## src/design/cpu_pkg.sv

```systemverilog
package cpu_pkg;

  localparam int data_width = 16;
  localparam int reg_count = 8;
  localparam int reg_aw = $clog2(reg_count);
  localparam int imm_width = 6;
  localparam int target_width = 12;

  typedef enum logic [3:0] {
    op_rtype = 4'd0,
    op_addi  = 4'd1,
    op_lw    = 4'd2,
    op_sw    = 4'd3,
    op_beq   = 4'd4,
    op_bne   = 4'd5,
    op_j     = 4'd6,
    op_halt  = 4'd7
  } opcode_t;

  typedef enum logic [2:0] {
    f_add = 3'd0,
    f_sub = 3'd1,
    f_and = 3'd2,
    f_or  = 3'd3,
    f_slt = 3'd4
  } funct_t;

  typedef enum logic [2:0] {
    alu_add,
    alu_sub,
    alu_and,
    alu_or,
    alu_slt
  } alu_op_t;

  typedef enum logic [1:0] {
    mem_none,
    mem_load,
    mem_store
  } mem_op_t;

  // branch kind as carried from decode to execute
  localparam logic [1:0] br_none = 2'd0;
  localparam logic [1:0] br_eq   = 2'd1;
  localparam logic [1:0] br_ne   = 2'd2;
  localparam logic [1:0] br_jump = 2'd3;

  // one instruction word, three ways to read it
  typedef union packed {
    struct packed {
      opcode_t opcode;
      logic [reg_aw-1:0] rs;
      logic [reg_aw-1:0] rt;
      logic [reg_aw-1:0] rd;
      funct_t funct;
    } r_fmt;
    struct packed {
      opcode_t opcode;
      logic [reg_aw-1:0] rs;
      logic [reg_aw-1:0] rt;
      logic [imm_width-1:0] imm;
    } i_fmt;
    struct packed {
      opcode_t opcode;
      logic [target_width-1:0] target;
    } j_fmt;
  } instr_t;

endpackage

```

## src/design/fetch_stage.sv

```systemverilog
`timescale 1ns/1ps

module fetch_stage import cpu_pkg::*; #(
  parameter int addr_width = 8
) (
  input  logic clk,
  input  logic rst_n,
  input  logic stall,
  input  logic redirect,
  input  logic [addr_width-1:0] redirect_pc,
  input  logic halt_seen,
  output logic [addr_width-1:0] imem_addr,
  input  instr_t imem_data,
  output instr_t if_instr,
  output logic [addr_width-1:0] if_pc,
  output logic if_valid
);

  logic [addr_width-1:0] pc;
  // set once a HALT has passed decode, fetch never resumes
  logic stopped;

  assign imem_addr = pc;

  always_ff @(posedge clk or negedge rst_n) begin
    if (!rst_n) begin
      pc <= '0;
      stopped <= 1'b0;
      if_valid <= 1'b0;
    end else if (redirect) begin
      pc <= redirect_pc;
      if_valid <= 1'b0;
    end else if (stall) begin
      // load-use, hold pc and IF/ID as they are
    end else if (halt_seen || stopped) begin
      stopped <= 1'b1;
      if_valid <= 1'b0;
    end else begin
      pc <= pc + 1'b1;
      if_valid <= 1'b1;
    end
  end

  // IF/ID payload
  always_ff @(posedge clk) begin
    if (!redirect && !stall) begin
      if_instr <= imem_data;
      if_pc <= pc;
    end
  end

endmodule

```

## config.mk

```make
export PLATFORM = sky130hd
export DESIGN_NAME = fetch_stage
export DESIGN_NICKNAME = d
export VERILOG_FILES = /design/src/design/cpu_pkg.sv /design/src/design/fetch_stage.sv
export SDC_FILE = /design/constraint.sdc
export NUM_CORES = 1
export LEC_CHECK = 0
export BUFFER_PORTS_ARGS = -buffer_cell sky130_fd_sc_hd__buf_4
export CAP_MARGIN = 20
export CORE_MARGIN = 4
export CORE_UTILIZATION = 44
export CTS_CLUSTER_DIAMETER = 60
export DETAILED_ROUTE_END_ITERATION = 6
export GPL_ROUTABILITY_DRIVEN = 0
export PLACE_DENSITY = 0.84
export SYNTH_ARGS = -nofsm -noshare
export SYNTH_HDL_FRONTEND = slang
export SYNTH_SLANG_ARGS = --single-unit
```

## constraint.sdc

```tcl
create_clock -name clk -period 2.5 [get_ports clk]
set_clock_uncertainty 0.1 [all_clocks]
set_input_delay 0.25 -clock clk [delete_from_list [all_inputs] [get_ports clk]]
set_output_delay 0.25 -clock clk [all_outputs]
set_load 0.01 [all_outputs]
```

# After elaboration in Yosys (flattened, before gate mapping)
# Index checks and enable logic that the tools add are counted.
# word_totals
reg_bits	34
latch_bits	0
ram_bits	0
mem_bits_ro	0
input_bits	29
output_inout_bits	33
memories	0
# op_classes
addsub	1
multipliers	0
n_div	0
order_cmp	0
n_eq_ne	2
n_shift	0
n_mux	6
bitwise_logic	2
n_reduce_logical	6
# ops
op	n
$mux W8	3
$add A8 B1 Y8 const B	1
$mux W1	3
$reduce_and A3 Y1	1
$logic_not A1 Y1	2
$ne A2 B1 Y1 const B	1
$ne A2 B2 Y1 const B	1
$not A1 Y1	2
$reduce_and A2 Y1	1
$logic_and A1 B1 Y1	1
$logic_or A1 B1 Y1	1

# Depth between registers and ports, before layout
# Gate-level depths: netlist of run 1.
# depth
word_depth	4
ltp_mapped	4

# Worst setup path after synthesis of run 1
# Ideal clock, no wire load.
# synth_path
path_type	input -> register
from	in redirect
to	reg if_instr[0] in the netlist's numbering, enable pin
setup_time_ns	0.407
arrival_ns	1.516
required_time_ns	1.993
setup_slack_ns	0.478
stages	2
path_cell_list	clkbuf_1 > nor2_1
# synth_between
elab_chain_len	2
# synth_rtl
item	line_no	rtl
start, declared	fetch_stage.sv:9	input logic redirect,
$logic_not A1 Y1	fetch_stage.sv:46	if (!redirect && !stall) begin
$logic_and A1 B1 Y1	fetch_stage.sv:46	
end signal, assigned	fetch_stage.sv:47	if_instr <= imem_data;
end, declared	fetch_stage.sv:14	output instr_t if_instr,
# Every way passes these cells.
# A chain may end at the register's enable or synchronous reset.

# Worst setup path after layout of run 1
# layout_path
from	reg pc[0], in the netlist imem_addr[0]
to	reg pc[6], in the netlist imem_addr[6]
# layout_between
elab_chain_len	4
# layout_rtl
item	line_no	rtl
start, declared	fetch_stage.sv:19	logic [addr_width-1:0] pc;
start signal, assigned	fetch_stage.sv:31	pc <= redirect_pc;
start signal, assigned	fetch_stage.sv:39	pc <= pc + 1'b1;
$add A8 B1 Y8	fetch_stage.sv:39	
$mux W8	fetch_stage.sv:35	end else if (halt_seen || stopped) begin
$mux W8	fetch_stage.sv:33	end else if (stall) begin
$mux W8	fetch_stage.sv:30	end else if (redirect) begin
# Every way passes these cells. The select of a mux whose other input is x is not followed.

==> results of run 1 <==
==> flip-flops by register name, indices dropped and copies added (netlist names) <==
name and count:
imem_addr 8, if_valid 1, if_instr 16, if_pc 8, stopped 1
==> cell usage after synthesis (all sizes together) (2+ instances only) <==
cell,count,area share (%)
edfxtp,24,58
dfrtp,10,20
nand2,7,2.1
nor2,5,1.5
o21ai,5,2.0
a31oi,4,2.0
nand3,4,1.6
or3,3,1.6
or4,3,1.8
o31ai,2,1.2
==> layout make-up <==
class	count	area, um2
multi-input cells	43	260
fillers	157	632
repair buffers	79	636
clock buffers	6	41.3
inverters	1	3.75
well taps	30	37.5
clock inverters	2	8.76
flip-flops and latches	34	971
==> logic make-up after synthesis <==
family / after synthesis
xor+xnor: 2
simple gates: 25
mux: 1
fa+ha+maj: 1
flops: 34
compound gates: 14
buf+inv: 3
==> metal layers <==
metal  vias up  GRT usage [%]  part of all wire [%]
met5         -              0                     0
met4         0           8.67                   2.0
met3         8           9.64                    14
met2        65           28.5                    43
met1       462           19.9                    41
li1        476              -                     -
==> path summary, 6_finish.rpt <==
check | start | endpoint | slack (ps) | cells past startpoint
worst max-delay path | imem_addr[0]$_DFFE_PN0P_ | imem_addr[6]$_DFFE_PN0P_ | 600 | 4
worst min-delay path | redirect_pc[2] | imem_addr[2]$_DFFE_PN0P_ | 20 | 3
worst max register to register | imem_addr[0]$_DFFE_PN0P_ | imem_addr[6]$_DFFE_PN0P_ | 600 | 4
worst min register to register | stopped$_DFFE_PN0P_ | stopped$_DFFE_PN0P_ | 430 | 1
max in group asynchronous | rst_n | stopped$_DFFE_PN0P_ | 1980 | 2
min in group asynchronous | rst_n | imem_addr[2]$_DFFE_PN0P_ | 170 | 2
==> per-stage QoR <==
step	instance area (um2)	setup slack, ps	power [mW]	util [%]
global route	1960	540	1.19	75.6
floorplan	1240	478	0.732	-
finish	1960	597	1.13	75.6
detailed placement	1740	625	0.843	67.1
CTS	1960	603	1.14	75.6
global placement	1740	704	0.836	67.1
==> where the power goes <==
group,switching (mW),total [mW],internal (mW),leakage (nW)
Clock,0.171,0.277,0.106,0.0297
Combinational,0.0749,0.177,0.102,0.440
Sequential,0.0297,0.677,0.647,0.341
Total,0.276,1.13,0.854,0.811
==> tightest hold or removal path: cells and delay by family <==
family | cells | cell delay, ps
and+or+nand+nor | 1 | 40
AOI/OAI and AO/OA | 1 | 60
buffers and inverters | 1 | 80
==> repair_timing <==
action	4_1_cts	5_1_grt
hold buffers	17	0
buffers inserted	0	0
endpoints found under the hold margin	26	0
==> layout by cell type (no fill, tap or decap) <==
cell                             n
sky130_fd_sc_hd__xor2_1          1
sky130_fd_sc_hd__dfrtp_1        10
sky130_fd_sc_hd__clkinv_2        1
sky130_fd_sc_hd__o31ai_1         2
sky130_fd_sc_hd__nor2_2          1
sky130_fd_sc_hd__buf_4          62
sky130_fd_sc_hd__a21oi_1         1
sky130_fd_sc_hd__o211ai_1        1
sky130_fd_sc_hd__nand3_1         4
sky130_fd_sc_hd__clkbuf_1        1
sky130_fd_sc_hd__nor3_1          1
sky130_fd_sc_hd__nand2_1         7
sky130_fd_sc_hd__nor2_1          4
sky130_fd_sc_hd__or3_2           1
sky130_fd_sc_hd__or4b_4          1
sky130_fd_sc_hd__dlygate4sd3_1  17
sky130_fd_sc_hd__or3_1           2
sky130_fd_sc_hd__clkinv_1        2
sky130_fd_sc_hd__or4_1           3
sky130_fd_sc_hd__mux2i_1         1
sky130_fd_sc_hd__a31oi_1         4
sky130_fd_sc_hd__o21ai_0         5
sky130_fd_sc_hd__edfxtp_1       24
sky130_fd_sc_hd__xnor2_1         1
sky130_fd_sc_hd__a21o_1          1
sky130_fd_sc_hd__clkbuf_4        5
sky130_fd_sc_hd__nand4_1         1
sky130_fd_sc_hd__ha_1            1
==> impl_summary.md, run 1 <==
Critical path
The number of buffers and inverters on the critical path is 0. The largest individual stage delay along the critical path comes from the cell sky130_fd_sc_hd__or4b_4. The worst setup path is captured at a register. The worst setup path is launched from a register.

The kind of cell with the highest combined delay along the critical path is simple AND/OR/NAND/NOR gates. The critical path goes through ha_1 -> or4b_4 -> or4_1 -> nand3_1. For the worst setup path, the data required time is 2670 ps.

On the worst path, the slowest cell contributes a delay of 490 ps. The critical path arrival is 2070 ps. Along the worst path, the maximum fanout reaches 7. The critical path class is reg2reg.

Clock tree
The number of gates given a new drive strength after cts is 0. The maximum level of the CTS H-tree is 2. The clock sink count is 34. TritonCTS created 5 clock buffers. The buffer levels on the longest clock path is 2. The clock tree from TritonCTS is done.

The clock tree root buffer cell is sky130_fd_sc_hd__clkbuf_4. The insertion delay to the later sink of the worst-skew pair is 330 ps. Clock-pin slew was measured on the worst setup and hold paths at 100 ps.

Timing
The slew at the pin with the worst max-slew slack is 368 ps. The maximum operating frequency is 525 MHz. The aggregate negative setup slack is 0 ps.

The final hold slack is 24.8 ps. The number of failing hold endpoints at the final stage is 0. Setup violations remaining at the end of the flow were counted as 0. In the finished design, the share of the clock period the worst path needs comes to 76.1%.

The worst pin sits at a relative slew slack of 75.3%. Setup repair after global routing left no endpoint under its margin. The max-slew violation total from the final report is 0. The post-layout minimum cycle time is 1900 ps.

Global routing
The number of global-route vias before repair is between 900 and 1,000. The first global-routing pass estimated approximately 4600 um of wire. The number of antenna violations at the first check in global routing is 0. The leftover overflow at the end of global routing is 0. Entering global routing, the biggest net connects 23 pins. Global routing consumed, over all layers together, 18.0% of the routing resources.

Die
Row generation in the floorplan step produced 18 rows. The count of pins on the block boundary is 62. The initial utilization of the core area, before any placement, comes to 47.9%. The die covers 3730 um2. The die width is 61.1 um. The core area is 2590 um2.

The die is between 60 and 70 um tall.

Synthesis
The post-synth net total is 110. The share of synthesized flip-flops with an asynchronous set or reset is 29.4%. Of the total synthesized cell area, the portion taken by XOR and XNOR cells is 1.41%. The number of synthesized register bits is 34.

The synthesized netlist contains 24 unique library cells. The sequential cell area fraction in the yosys report is 78.2%. The synthesized netlist devotes 6.85% of its cell area to compound gates. The simple-gate area share of the yosys netlist is 10.7%. In this run, synthesis inferred 24 flip-flops with an integrated enable.

After synthesis, the largest family of logic cells by area is simple AND/OR/NAND/NOR gates. The portion of synthesized area spent on multiplexers is less than 1%. The netlist area before placement is 1240 um2. The share of synthesized cell area in full adder, half adder and majority cells is under 10%. The most used flip-flop cell after synthesis is sky130_fd_sc_hd__edfxtp_1. Synthesis produced 80 cells. Averaged over all synthesized cells, the footprint is 15.5 um2. Yosys printed 0 warnings.

Power
In this run the power density over the cells is roughly 580 nW/um2. The maximum vdd ir drop is 0.470 mV. The static leakage power is 0.811 nW.

Route
The total number of vias is 1,011. The final routed DRC violation total is 0. Once detail routing completed, the nets flagged for antenna violations numbered 0. The number of iterations in the first detailed-routing pass is 4. The DRC violation total after the first TritonRoute iteration is 15. After detailed routing, the number of vias per cell comes to approximately 5.2. The routed wirelength normalized by instance count is 15.9 um. After detailed routing, the total wire length is 3100 um.

Placed design
Counting tap cells, the placed design contains a total of 170 instances. Detailed placement finished with a half-perimeter wire length of 2080 um. The count of buffers added on input and output ports is 61.

Finish
The share of final-layout standard cells stronger than drive strength 1 is 43.0%. The repair_antennas step left the layout with diodes totalling 0. Compared with the post-synthesis result, the final layout area differs by 57.8%. After the last flow step, the layout net total stands at 194. After the flow finishes, the layout carries non-filler instances totaling 195.

Job
The number of max-cap violations is 0.

Worst hold path
The class of the tightest hold or removal check is in2reg.

Outcome
The flow ran to the end, and the final reports show no timing, DRC or antenna violations.
Note: power is estimated with default switching activity, not from simulation.
==> run 2: changes to the inputs <==
- clock period: 2.5 -> 1.8 ns (I/O delays scaled with it)
==> run 2 against run 1 <==
  * Design area rose by 4.6%
  * Sequential power increased by 38%
  * Highest routed layer unchanged
  * Total power grew 42%
  * Via count increased by 5.8%
  * Non-clock buffer count increased by 9
  * Worst hold slack worse by 4.3 ps
  * Critical endpoint is now imem_addr[4]$_DFFE_PN0P_
  * Clock power grew 41%
  * Global-route usage increased by 1.3 points
==> impl_summary.md, run 2 (synthesized netlist as in run 1, its figures left out) <==
Critical path
The element type at the critical path end is a register. The required time at the endpoint of the critical path is 1960 ps. The startpoint identified for the worst register-to-register timing path is imem_addr[1]$_DFFE_PN0P_.

The startpoint kind of the worst setup timing path is a register. The critical path is of the reg2reg type. The launch point of the worst path is imem_addr[1]$_DFFE_PN0P_.

The critical path arrival is 1900 ps. Of all nets on the critical path, the largest fanout is 5.

Global routing
met2 is the most crowded layer. The pin count of the biggest net entering global routing is 15. Global routing used 19.4% of the available tracks across all layers.

The number of global-route vias before repair is 1,084. The number of antenna violations at the first check in global routing was 0. Global routing used 34.1% of the available met2 tracks. The leftover overflow at the end of global routing is 0. For met1 alone, demand over resource in global routing was 21.7%. The first global-routing pass estimated 5070 um of wire. Global routing used 6.29% of the available met3 tracks.

Clock tree
The clock sink count is 34. In this run, CTS created clock tree buffers numbering 5. Clock-pin slew was measured on the worst setup and hold paths at 100 ps.

In this run the number of H-tree levels came out at 2. The insertion delay to the later sink of the worst-skew pair is 340 ps. The clock passes through at most 2 buffers. TritonCTS built the clock tree.

The clock tree root buffer cell is sky130_fd_sc_hd__clkbuf_4.

Timing
Setup repair after global routing left no endpoint under its margin. The total setup violations reported at the end of the flow is 0. The maximum operating frequency is 577 MHz.

The post-layout minimum cycle time is 1730 ps. The max-slew violation total from the final report came to 0. The number of failing hold endpoints at the final stage is 0. In the post-route analysis, the smallest setup slack over all paths is 67.4 ps.

The tightest slew margin relative to the limit is 74.3%. The aggregate negative setup slack is 0 ps. The portion of the clock cycle consumed by the worst path in the final layout is 96.3%. The slew at the pin with the worst max-slew slack is 382 ps.

Finish
The share of final-layout standard cells stronger than drive strength 1 is between 40 and 50%. The most common cell after layout, fill and taps aside is sky130_fd_sc_hd__buf_4. Relative to the synthesized area, the layout overhead comes to 65.0%.

The library cells used most frequently in the layout, excluding fill and tap cells, are sky130_fd_sc_hd__buf_4 (65), sky130_fd_sc_hd__edfxtp_1 (24), sky130_fd_sc_hd__dlygate4sd3_1 (23). The flip-flop count of the largest register, all copies and words added is 16. After the last flow step, the layout net total stands at 203. The total inserted antenna cells is 0. Summing all non-filler instances in the final layout gives an area of around 2000 um2. The largest register by flop count is if_instr.

Route
The total length of routed wires is 3400 um. Dividing the detail-routed via count by the number of cells gives 5.25. After the first detailed-routing iteration, the DRC count stood at 39.

The number of antenna-violating nets in the routed design is 0. Dividing the detail-routed wire length by the instance count gives 16.7 um. The final routed DRC violation total is 0. The total number of vias is 1,070. The pre-antenna-repair detailed-routing pass consisted of 4 iterations.

Placed design
The post-DP HPWL is 2170 um. The worst slack after detailed placement is 50.4 ps. Summing all placed instances gives a cell area of 1760 um2. Input and output buffers added on the ports amount to 61.

Worst hold path
The class of the tightest hold or removal check is in2reg. The worst hold path startpoint is stall.

Die
Row generation in the floorplan step produced 18 rows. For this configuration, the core starts out at a cell density of 47.9%. The floorplan step defined a die boundary enclosing 3730 um2.

The die extent in y is between 60 and 70 um. The count of pins on the block boundary is 62. The core area is between 2000 and 3000 um2. The floorplan step set the die width to 61.1 um.

Power
Across the VDD grid, the largest voltage drop is 0.733 mV. In this run the power density over the cells is 781 nW/um2. The static leakage power is 0.850 nW.

Outcome
The flow ran to the end, and the final reports show no timing, DRC or antenna violations.

Job
The number of max-cap violations is 0.
[run 2: cell type report]
class	instances	area, um2
repair buffers	88	718
inverters	1	3.75
multi-input cells	43	265
fillers	157	542
flip-flops and latches	34	973
clock inverters	2	8.76
clock buffers	6	41.3
well taps	30	37.5
[run 2: metal layers]
layer  vias to the layer above  routed length [um]
met5                         -                   0
met4                         0                  46
met3                         7                 394
met2                        73                1650
met1                       498                1310
li1                        492                   -
[run 2: worst paths after layout]
check	endpoint	slack (ps)	depth (start not counted)
worst max-delay path	imem_addr[4]$_DFFE_PN0P_	70	4
worst min-delay path	if_valid$_DFFE_PN0P_	20	3
worst max register to register	imem_addr[4]$_DFFE_PN0P_	70	4
worst min register to register	stopped$_DFFE_PN0P_	440	1
max in group asynchronous	imem_addr[5]$_DFFE_PN0P_	1360	2
min in group asynchronous	if_valid$_DFFE_PN0P_	90	2
[run 2: what timing repair did]
item                                    CTS  global route
hold buffers                             23             0
hold endpoints to repair                 32             0
endpoints found under the setup margin    0             2
setup buffers                             0             0
resized for setup                         0             1
[run 2: power breakdown]
part           leakage, nW  switching [mW]  internal, mW
sequential           0.339          0.0343         0.899
combinational        0.482           0.117         0.158
clock               0.0297           0.244         0.147
[run 2: through the flow]
stage / hold WS, ps / instances / util (%) / power (mW)
floorplan: -216 / 80 / - / 1.02
global placement: -86.2 / 173 / 68.1 / 1.17
detailed placement: -83.2 / 173 / 68.1 / 1.18
CTS: 0.766 / 204 / 78.9 / 1.61
global route: 4.33 / 204 / 79.1 / 1.68
finish: 20.5 / 204 / 79.1 / 1.60
[run 2: critical path, cell delays in order, from the launching register on]
cell,delay [ps]
sky130_fd_sc_hd__dfrtp_2,380
sky130_fd_sc_hd__ha_1,130
sky130_fd_sc_hd__or4b_4,490
sky130_fd_sc_hd__or3_1,370
sky130_fd_sc_hd__a31oi_1,180
